`config.mk`:
```
export PLATFORM = sky130hd
export DESIGN_NAME = rvCore
export DESIGN_NICKNAME = d
export VERILOG_FILES = /design/src/verilog/rvCorePkg.sv /design/src/verilog/ctrlIf.sv /design/src/verilog/instDecoder.sv /design/src/verilog/immGen.sv /design/src/verilog/regFile.sv /design/src/verilog/execUnit.sv /design/src/verilog/rvCore.sv
export VERILOG_INCLUDE_DIRS = /design/src /design/src/verilog
export SDC_FILE = /design/constraint.sdc
export NUM_CORES = 2
export LEC_CHECK = 0
export BUFFER_PORTS_ARGS = -buffer_cell sky130_fd_sc_hd__buf_2
export CAP_MARGIN = 20
export CORE_UTILIZATION = 60
export CTS_CLUSTER_DIAMETER = 60
export CTS_CLUSTER_SIZE = 30
export DETAILED_ROUTE_END_ITERATION = 8
export PLACE_DENSITY_LB_ADDON = 0.2
export SYNTH_ARGS = -nofsm -noshare
export SYNTH_HDL_FRONTEND = slang
export SYNTH_SLANG_ARGS = --single-unit
```
`constraint.sdc`:
```
create_clock -name clk -period 21 [get_ports clk]
set_clock_uncertainty 0.05 [all_clocks]
set_input_delay 2.1 -clock clk [delete_from_list [all_inputs] [get_ports clk]]
set_output_delay 2.1 -clock clk [all_outputs]
set_load 0.1 [all_outputs]
```
`src/verilog/rvCore_cfg.svh`:
```
`ifndef RV_CORE_CFG_SVH
`define RV_CORE_CFG_SVH

// data and address width
`define RV_XLEN 32

// architectural registers x0..x31
`define RV_REG_COUNT 32

`define RV_RESET_PC 32'h8000_0000

`endif

```
`src/verilog/rvCorePkg.sv`:
```
`include "rvCore_cfg.svh"

package rvCorePkg;

	typedef logic [`RV_XLEN-1:0] word_t;
	typedef logic [4:0] regIdx_t;
	typedef logic [3:0] aluOp_t;
	typedef logic [1:0] wbSel_t;
	typedef logic [1:0] memSize_t;
	typedef logic [3:0] byteMask_t;
	typedef logic [1:0] pcSel_t;

	// alu operations
	localparam aluOp_t ALU_ADD = 4'd0;
	localparam aluOp_t ALU_SUB = 4'd1;
	localparam aluOp_t ALU_SLL = 4'd2;
	localparam aluOp_t ALU_SLT = 4'd3;
	localparam aluOp_t ALU_SLTU = 4'd4;
	localparam aluOp_t ALU_XOR = 4'd5;
	localparam aluOp_t ALU_SRL = 4'd6;
	localparam aluOp_t ALU_SRA = 4'd7;
	localparam aluOp_t ALU_OR = 4'd8;
	localparam aluOp_t ALU_AND = 4'd9;
	// second operand straight through, used by lui
	localparam aluOp_t ALU_PASSB = 4'd10;

	localparam wbSel_t WB_ALU = 2'd0;
	localparam wbSel_t WB_LOAD = 2'd1;
	localparam wbSel_t WB_PC4 = 2'd2;
	localparam wbSel_t WB_PCIMM = 2'd3;

	// same encoding as funct3[1:0] of loads and stores
	localparam memSize_t MEM_BYTE = 2'd0;
	localparam memSize_t MEM_HALF = 2'd1;
	localparam memSize_t MEM_WORD = 2'd2;

	localparam pcSel_t PC_PLUS4 = 2'd0;
	localparam pcSel_t PC_IMM = 2'd1;
	localparam pcSel_t PC_ALU = 2'd2;

endpackage

```
`src/verilog/ctrlIf.sv`:
```
`timescale 1ns/100ps

interface ctrlIf;
	rvCorePkg::regIdx_t rs1;
	rvCorePkg::regIdx_t rs2;
	rvCorePkg::regIdx_t rd;
	rvCorePkg::aluOp_t aluOp;
	logic aluSrcImm;
	rvCorePkg::wbSel_t wbSel;
	logic regWrite;
	logic memRead;
	logic memWrite;
	rvCorePkg::memSize_t memSize;
	logic memUnsigned;
	logic isBranch;
	logic isJal;
	logic isJalr;

	modport decoder (output rs1, rs2, rd, aluOp, aluSrcImm, wbSel, regWrite,
		memRead, memWrite, memSize, memUnsigned, isBranch, isJal, isJalr);
	modport exec (input rs1, rs2, rd, aluOp, aluSrcImm, wbSel, regWrite,
		memRead, memWrite, memSize, memUnsigned, isBranch, isJal, isJalr);
	// register file only needs the indices and the write strobe
	modport rf (input rs1, rs2, rd, regWrite);
endinterface

```
`src/verilog/instDecoder.sv`:
```
`timescale 1ns/100ps

module instDecoder (
	input rvCorePkg::word_t inst,
	ctrlIf.decoder ctrl,
	output logic invalid,
	output logic ebreak
);
	logic [6:0] opcode;
	logic [2:0] funct3;
	logic [6:0] funct7;
	logic valid;

	assign opcode = inst[6:0];
	assign funct3 = inst[14:12];
	assign funct7 = inst[31:25];

	// register fields come straight from the word
	assign ctrl.rs1 = inst[19:15];
	assign ctrl.rs2 = inst[24:20];
	assign ctrl.rd = inst[11:7];
	// access width and sign follow funct3 directly
	assign ctrl.memSize = rvCorePkg::memSize_t'(funct3[1:0]);
	assign ctrl.memUnsigned = funct3[2];
	assign invalid = ~valid;

	// alt is funct7[5] for R-type, sub and sra
	function automatic rvCorePkg::aluOp_t opFromFunct(input logic [2:0] f3, input logic alt);
		case (f3)
			3'b000: return alt ? rvCorePkg::ALU_SUB : rvCorePkg::ALU_ADD;
			3'b001: return rvCorePkg::ALU_SLL;
			3'b010: return rvCorePkg::ALU_SLT;
			3'b011: return rvCorePkg::ALU_SLTU;
			3'b100: return rvCorePkg::ALU_XOR;
			3'b101: return alt ? rvCorePkg::ALU_SRA : rvCorePkg::ALU_SRL;
			3'b110: return rvCorePkg::ALU_OR;
			default: return rvCorePkg::ALU_AND;
		endcase
	endfunction

	always_comb begin
		valid = 1'b0;
		ebreak = 1'b0;
		ctrl.aluOp = rvCorePkg::ALU_ADD;
		ctrl.aluSrcImm = 1'b0;
		ctrl.wbSel = rvCorePkg::WB_ALU;
		ctrl.regWrite = 1'b0;
		ctrl.memRead = 1'b0;
		ctrl.memWrite = 1'b0;
		ctrl.isBranch = 1'b0;
		ctrl.isJal = 1'b0;
		ctrl.isJalr = 1'b0;
		case (opcode)
			7'b0110111: begin
				// lui
				valid = 1'b1;
				ctrl.regWrite = 1'b1;
				ctrl.aluSrcImm = 1'b1;
				ctrl.aluOp = rvCorePkg::ALU_PASSB;
			end
			7'b0010111: begin
				// auipc
				valid = 1'b1;
				ctrl.regWrite = 1'b1;
				ctrl.wbSel = rvCorePkg::WB_PCIMM;
			end
			7'b1101111: begin
				valid = 1'b1;
				ctrl.regWrite = 1'b1;
				ctrl.isJal = 1'b1;
				ctrl.wbSel = rvCorePkg::WB_PC4;
			end
			7'b1100111: begin
				if (funct3 == 3'b000) begin
					valid = 1'b1;
					ctrl.regWrite = 1'b1;
					ctrl.isJalr = 1'b1;
					ctrl.aluSrcImm = 1'b1;
					ctrl.wbSel = rvCorePkg::WB_PC4;
				end
			end
			7'b1100011: begin
				// beq only, compared through the alu zero flag
				if (funct3 == 3'b000) begin
					valid = 1'b1;
					ctrl.isBranch = 1'b1;
					ctrl.aluOp = rvCorePkg::ALU_SUB;
				end
			end
			7'b0000011: begin
				if (funct3 != 3'b011 && funct3 != 3'b110 && funct3 != 3'b111) begin
					valid = 1'b1;
					ctrl.regWrite = 1'b1;
					ctrl.memRead = 1'b1;
					ctrl.aluSrcImm = 1'b1;
					ctrl.wbSel = rvCorePkg::WB_LOAD;
				end
			end
			7'b0100011: begin
				if (funct3[2] == 1'b0 && funct3[1:0] != 2'b11) begin
					valid = 1'b1;
					ctrl.memWrite = 1'b1;
					ctrl.aluSrcImm = 1'b1;
				end
			end
			7'b0010011: begin
				// no shift immediates
				if (funct3 != 3'b001 && funct3 != 3'b101) begin
					valid = 1'b1;
					ctrl.regWrite = 1'b1;
					ctrl.aluSrcImm = 1'b1;
					ctrl.aluOp = opFromFunct(funct3, 1'b0);
				end
			end
			7'b0110011: begin
				if (funct7 == 7'b0000000 ||
						(funct7 == 7'b0100000 && (funct3 == 3'b000 || funct3 == 3'b101))) begin
					valid = 1'b1;
					ctrl.regWrite = 1'b1;
					ctrl.aluOp = opFromFunct(funct3, funct7[5]);
				end
			end
			7'b1110011: begin
				if (inst == 32'h0010_0073) begin
					valid = 1'b1;
					ebreak = 1'b1;
				end
			end
			default: begin
				valid = 1'b0;
			end
		endcase
	end
endmodule

```
`src/verilog/immGen.sv`:
```
`timescale 1ns/100ps

module immGen (
	input rvCorePkg::word_t inst,
	output rvCorePkg::word_t imm
);
	logic [6:0] opcode;

	assign opcode = inst[6:0];

	always_comb begin
		case (opcode)
			// I format: loads, op-imm, jalr
			7'b0000011, 7'b0010011, 7'b1100111: begin
				imm = {{20{inst[31]}}, inst[31:20]};
			end
			7'b0100011: begin
				imm = {{20{inst[31]}}, inst[31:25], inst[11:7]};
			end
			// B format, offset in units of two bytes
			7'b1100011: begin
				imm = {{19{inst[31]}}, inst[31], inst[7], inst[30:25], inst[11:8], 1'b0};
			end
			// U format, lui and auipc
			7'b0110111, 7'b0010111: begin
				imm = {inst[31:12], 12'b0};
			end
			7'b1101111: begin
				imm = {{11{inst[31]}}, inst[31], inst[19:12], inst[20], inst[30:21], 1'b0};
			end
			default: begin
				imm = '0;
			end
		endcase
	end
endmodule

```
`src/verilog/regFile.sv`:
```
`timescale 1ns/100ps
`include "rvCore_cfg.svh"

module regFile (
	input logic clk,
	input logic arstN,
	ctrlIf.rf ctrl,
	input rvCorePkg::word_t wbData,
	output rvCorePkg::word_t rs1Data,
	output rvCorePkg::word_t rs2Data
);
	rvCorePkg::word_t regs [`RV_REG_COUNT];

	always_ff @(posedge clk or negedge arstN) begin
		if (!arstN) begin
			for (int i = 0; i < `RV_REG_COUNT; i++) begin
				regs[i] <= '0;
			end
		end else if (ctrl.regWrite && ctrl.rd != '0) begin
			regs[ctrl.rd] <= wbData;
		end
	end

	// x0 always reads as zero
	assign rs1Data = (ctrl.rs1 == '0) ? '0 : regs[ctrl.rs1];
	assign rs2Data = (ctrl.rs2 == '0) ? '0 : regs[ctrl.rs2];
endmodule

```
`src/verilog/execUnit.sv`:
```
`timescale 1ns/100ps
`include "rvCore_cfg.svh"

module execUnit (
	input logic clk,
	input logic arstN,
	ctrlIf.exec ctrl,
	input rvCorePkg::word_t imm,
	input rvCorePkg::word_t rs1Data,
	input rvCorePkg::word_t rs2Data,
	input rvCorePkg::word_t dataRdata,
	output rvCorePkg::word_t pc,
	output rvCorePkg::word_t wbData,
	output rvCorePkg::word_t dataAddr,
	output rvCorePkg::word_t dataWdata,
	output rvCorePkg::byteMask_t dataWmask,
	output logic dataWrite,
	output logic dataRead
);
	rvCorePkg::word_t srcB;
	rvCorePkg::word_t aluResult;
	rvCorePkg::word_t pcPlus4;
	rvCorePkg::word_t pcImm;
	rvCorePkg::word_t nextPc;
	rvCorePkg::word_t laneWord;
	rvCorePkg::word_t loadData;
	rvCorePkg::pcSel_t pcSel;
	rvCorePkg::byteMask_t laneMask;
	logic [4:0] shamt;
	logic [1:0] byteOff;
	logic aluZero;

	always_ff @(posedge clk or negedge arstN) begin
		if (!arstN) begin
			pc <= `RV_RESET_PC;
		end else begin
			pc <= nextPc;
		end
	end

	assign srcB = ctrl.aluSrcImm ? imm : rs2Data;
	assign shamt = srcB[4:0];

	always_comb begin
		case (ctrl.aluOp)
			rvCorePkg::ALU_ADD: aluResult = rs1Data + srcB;
			rvCorePkg::ALU_SUB: aluResult = rs1Data - srcB;
			rvCorePkg::ALU_SLL: aluResult = rs1Data << shamt;
			rvCorePkg::ALU_SLT: aluResult = {{(`RV_XLEN-1){1'b0}}, $signed(rs1Data) < $signed(srcB)};
			rvCorePkg::ALU_SLTU: aluResult = {{(`RV_XLEN-1){1'b0}}, rs1Data < srcB};
			rvCorePkg::ALU_XOR: aluResult = rs1Data ^ srcB;
			rvCorePkg::ALU_SRL: aluResult = rs1Data >> shamt;
			rvCorePkg::ALU_SRA: aluResult = $signed(rs1Data) >>> shamt;
			rvCorePkg::ALU_OR: aluResult = rs1Data | srcB;
			rvCorePkg::ALU_AND: aluResult = rs1Data & srcB;
			rvCorePkg::ALU_PASSB: aluResult = srcB;
			default: aluResult = '0;
		endcase
	end

	// beq decodes to sub, so equal operands give zero
	assign aluZero = (aluResult == '0);
	assign pcPlus4 = pc + 32'd4;
	assign pcImm = pc + imm;

	always_comb begin
		if (ctrl.isJal || (ctrl.isBranch && aluZero)) begin
			pcSel = rvCorePkg::PC_IMM;
		end else if (ctrl.isJalr) begin
			pcSel = rvCorePkg::PC_ALU;
		end else begin
			pcSel = rvCorePkg::PC_PLUS4;
		end
	end

	always_comb begin
		case (pcSel)
			rvCorePkg::PC_IMM: nextPc = pcImm;
			rvCorePkg::PC_ALU: nextPc = {aluResult[`RV_XLEN-1:1], 1'b0};
			default: nextPc = pcPlus4;
		endcase
	end

	assign dataAddr = aluResult;
	assign byteOff = aluResult[1:0];
	assign dataRead = ctrl.memRead;
	assign dataWrite = ctrl.memWrite;

	// shift the addressed lane down to bit 0
	assign laneWord = dataRdata >> {byteOff, 3'b000};

	always_comb begin
		case (ctrl.memSize)
			rvCorePkg::MEM_BYTE: begin
				loadData = ctrl.memUnsigned ? {{(`RV_XLEN-8){1'b0}}, laneWord[7:0]}
					: {{(`RV_XLEN-8){laneWord[7]}}, laneWord[7:0]};
			end
			rvCorePkg::MEM_HALF: begin
				loadData = ctrl.memUnsigned ? {{(`RV_XLEN-16){1'b0}}, laneWord[15:0]}
					: {{(`RV_XLEN-16){laneWord[15]}}, laneWord[15:0]};
			end
			default: loadData = dataRdata;
		endcase
	end

	// store value repeated in every lane, mask picks the lanes
	always_comb begin
		case (ctrl.memSize)
			rvCorePkg::MEM_BYTE: begin
				dataWdata = {4{rs2Data[7:0]}};
				laneMask = 4'b0001 << byteOff;
			end
			rvCorePkg::MEM_HALF: begin
				dataWdata = {2{rs2Data[15:0]}};
				laneMask = 4'b0011 << {byteOff[1], 1'b0};
			end
			default: begin
				dataWdata = rs2Data;
				laneMask = 4'b1111;
			end
		endcase
	end

	assign dataWmask = ctrl.memWrite ? laneMask : '0;

	always_comb begin
		case (ctrl.wbSel)
			rvCorePkg::WB_LOAD: wbData = loadData;
			rvCorePkg::WB_PC4: wbData = pcPlus4;
			rvCorePkg::WB_PCIMM: wbData = pcImm;
			default: wbData = aluResult;
		endcase
	end
endmodule

```
`src/verilog/rvCore.sv`:
```
`timescale 1ns/100ps

module rvCore (
	input logic clk,
	input logic arstN,
	input rvCorePkg::word_t inst,
	input rvCorePkg::word_t dataRdata,
	output rvCorePkg::word_t pc,
	output rvCorePkg::word_t dataAddr,
	output rvCorePkg::word_t dataWdata,
	output rvCorePkg::byteMask_t dataWmask,
	output logic dataWrite,
	output logic dataRead,
	output logic invalid,
	output logic ebreak
);
	rvCorePkg::word_t imm;
	rvCorePkg::word_t rs1Data;
	rvCorePkg::word_t rs2Data;
	rvCorePkg::word_t wbData;

	ctrlIf ctrl ();

	// decoder and immediate generator both look at the raw word
	instDecoder instDecoder_i (
		.inst    (inst),
		.ctrl    (ctrl.decoder),
		.invalid (invalid),
		.ebreak  (ebreak)
	);

	immGen immGen_i (
		.inst (inst),
		.imm  (imm)
	);

	regFile regFile_i (
		.clk     (clk),
		.arstN   (arstN),
		.ctrl    (ctrl.rf),
		.wbData  (wbData),
		.rs1Data (rs1Data),
		.rs2Data (rs2Data)
	);

	execUnit execUnit_i (
		.clk       (clk),
		.arstN     (arstN),
		.ctrl      (ctrl.exec),
		.imm       (imm),
		.rs1Data   (rs1Data),
		.rs2Data   (rs2Data),
		.dataRdata (dataRdata),
		.pc        (pc),
		.wbData    (wbData),
		.dataAddr  (dataAddr),
		.dataWdata (dataWdata),
		.dataWmask (dataWmask),
		.dataWrite (dataWrite),
		.dataRead  (dataRead)
	);
endmodule

```
==> reports/qor.csv <==
metric,value,unit
run status,"finished, violations left",
failing checks,design-rule violations,
Final Hold Fails,0,
Reg2Reg Setup Slack,11.83,ns
core area,0.114,mm^2
Post-DP Area,0.0707,mm^2
sequential share of the synthesized area,38.2,%
TritonRoute pass-1 iters,9,
depth of the worst register-to-register path,21,
Final WS setup,7.79,ns
family with the most delay on the worst path,compound AO/OA/AOI/OAI gates,
Avg Synthesized Cell Area,9.46,um^2
Antenna Violating Nets Remaining,0,
total negative slack,0,ns
Initial DRC Count,10200,
critical path startpoint category,primary input,
Filler cells,8947,
Lkg Pwr,32.1,nW
share of layout cells above drive strength 1,17.2,%
clk slew on worst S/H paths,0.06,ns
Async SR Flop Fraction,100,%
Post-Place Setup Slack,8.19,ns
max_slew headroom,6.84,%
Seq cells post-synth,1056,
ys flop type,dfrtp_1,
Synth cell types,117,
synthesized net count,7522,
Site Rows,124,
grt ovf,0,
GP Congestion,1.11,
Critical-path top delay cell,buf_4,
routed length per instance,34.7,um
Post-CTS Setup Inserts,0,
HP Start,regFile_i.regs[996]$_DFFE_PN0P_,
Root Buffer,clkbuf_16,
area added between synthesis and finish,7.23,%
Worst VDD drop,80.7,uV
Max H-tree Level,3,
nets,7330,
Crit Path Max Fanout,69,
Required @ worst endpoint,18.85,ns
worst slew pin tran,1.40,ns
Hold Crit Class,register to register,
# setup viols final,0,
Highest Clock Rate,0.0757,GHz
drt total wl,302000,um
post-route cell area,0.0741,mm^2
CP bufs+invs,5,
Via-to-Cell Ratio,7.45,
initial core utilization,60.5,%
clk_lat worst skew,0.77,ns
"slowest stage delay, CP",0.80,ns
initial antenna violation count,24,
largest net degree at the start of global routing,170,
RSZ-0062 raised after global routing,false,
vias in the first global route,61500,
cts hold-fix bufs,0,
Final min period,13.21,ns
PwrDens,66.8,mW/mm^2
max-slew violations,0,
post-cts sizing count,0,
crit path DAT,11.06,ns
Hold Path Sink,regFile_i.regs[996]$_DFFE_PN0P_,
"critical path, cell by cell",buf_8 -> buf_4 -> buf_4 -> mux4_2 -> mux4_2 -> nand2_1 -> a21o_1 -> o21ai_0 -> ha_1 -> or4_1 -> a21o_1 -> nand3_1 -> nand4b_1 -> a21o_1 -> a221oi_1 -> o21ai_0 -> nand4_1 -> nand3_1 -> o41ai_1 -> mux2i_1 -> xor2_1 -> a221oi_1 -> inv_1 -> buf_2,
hpwl dp,207000,um
die width,341,um
period utilization,62.9,%
FF-to-FF Start,regFile_i.regs[522]$_DFFE_PN0P_,
Max clock buf depth,3,
die area,0.117,mm^2
IO Pins,170,
post-layout util,64.8,%
Crit Path Class,primary input to output port,
"EDFF count, synth",0,
Worst Hold Depth,0,
via count,64900,
Worst R2R End,regFile_i.regs[857]$_DFFE_PN0P_,
first-pass GRT wire length,431000,um
Total GRT Usage,51.3,%
Clock Sinks,1056,
Crit path top cell by count,a21o_1,
mapped cell area,0.0691,mm^2
Max-cap violations,0,
port bufs,169,
Gate Count Post-Synth,7313,
CTS buffer count,87,
DIE HEIGHT,341,um
detailed-route DRC error count,2,
CP endpoint kind,output port,
TritonCTS clock tree,built,
Yosys warnings,0,
[report_power, final]
part	total, mW	internal (mW)	leakage, nW	switching, mW
combinational	1.02	0.246	15.8	0.777
sequential	2.09	2.05	14.7	0.0423
clock	1.83	0.911	1.53	0.924
total	4.95	3.21	32.1	1.74
[state kept, by name (all words and copies together), names as in the netlist]
signal,flops
regFile_i.regs,1024
execUnit_i.pc,32
[cell usage after synthesis, types with 45 or more instances]
cell / number / area, um^2
mux4_2: 368 / 8290
a22oi_1: 61 / 458
nand2_1: 1223 / 4590
o22ai_1: 133 / 832
mux2i_1: 406 / 4060
nor3_1: 130 / 651
inv_1: 129 / 484
buf_6: 61 / 687
nor2b_1: 61 / 382
xnor2_1: 52 / 455
nor2_1: 429 / 1610
o21ai_0: 811 / 4060
mux2_2: 113 / 1270
buf_1: 45 / 169
clkbuf_1: 428 / 1610
o31ai_1: 54 / 405
a21oi_1: 360 / 1800
a211oi_1: 104 / 781
ha_1: 140 / 1750
dfrtp_1: 1055 / 26400
o21ai_1: 97 / 485
a31oi_1: 66 / 413
buf_2: 114 / 571
a21o_1: 48 / 360
nand3_1: 109 / 546
[routing by layer]
layer / track usage (%) / part of all wire [%] / vias up / wire length [um]
met5: 0 / 0.050 / - / 151
li1: - / - / 26300 / -
met4: 34.1 / 7.9 / 22 / 23900
met3: 18.2 / 15 / 1277 / 44700
met2: 71.6 / 41 / 5436 / 125000
met1: 67.5 / 36 / 31800 / 109000
[worst max-delay path by stage]
stage               startpoint  slack, ns  depth (start not counted)           end
global route          inst[20]       7.66                         24  dataAddr[29]
floorplan             inst[21]       7.25                         23  dataWmask[0]
detailed placement    inst[21]       8.19                         24  dataAddr[29]
CTS                   inst[21]       8.17                         24  dataAddr[29]
global placement      inst[21]       8.30                         24  dataAddr[29]
finish                inst[21]       7.79                         24  dataAddr[29]
[through the flow]
step	std cells	total power, mW	hold WS (ns)
final	8717	4.95	0.329
after detailed placement	8534	3.11	0.314
after CTS	8697	4.91	0.331
after global placement	8532	3.11	0.311
after global routing	8708	5.05	0.341
after floorplan	7313	2.77	0.375
[layout by cell type (no fill, tap or decap), drive strengths merged, types with 52 or more instances in the layout]
cell    count
o21ai     909
a211oi    142
clkbuf     96
mux4      369
nand3     111
ha        140
dfrtp    1055
mux2i     407
nor2      433
o22ai     134
mux2      114
o31ai      54
inv       166
a21oi     368
nand2    1224
buf       411
nor3      132
a31oi      66
nor2b      61
a22oi      62
xnor2      52
[logic make-up after synthesis]
logic type | share of synthesized area [%]
AOI/OAI and AO/OA | 18.9
xor gates and xnor gates | 0.975
adders and majority gates | 2.62
buffers and inverters | 5.70
DFF | 38.2
muxes | 19.8
and+or+nand+nor | 13.8
[area by class of cell]
| cell class | count | area [um^2] | area share [%] |
|---|---|---|---|
| Antenna cell | 10 | 25.0 | 0.0337 |
| Clock buffer | 95 | 2250 | 3.03 |
| Clock inverter | 68 | 985 | 1.33 |
| Inverter | 139 | 539 | 0.727 |
| Multi-Input combinational cell | 5425 | 39200 | 52.8 |
| Sequential cell | 1056 | 26400 | 35.6 |
| Tap cell | 1512 | 1890 | 2.55 |
| Timing Repair Buffer | 412 | 2870 | 3.87 |
Note: power is estimated with default switching activity, not from simulation.
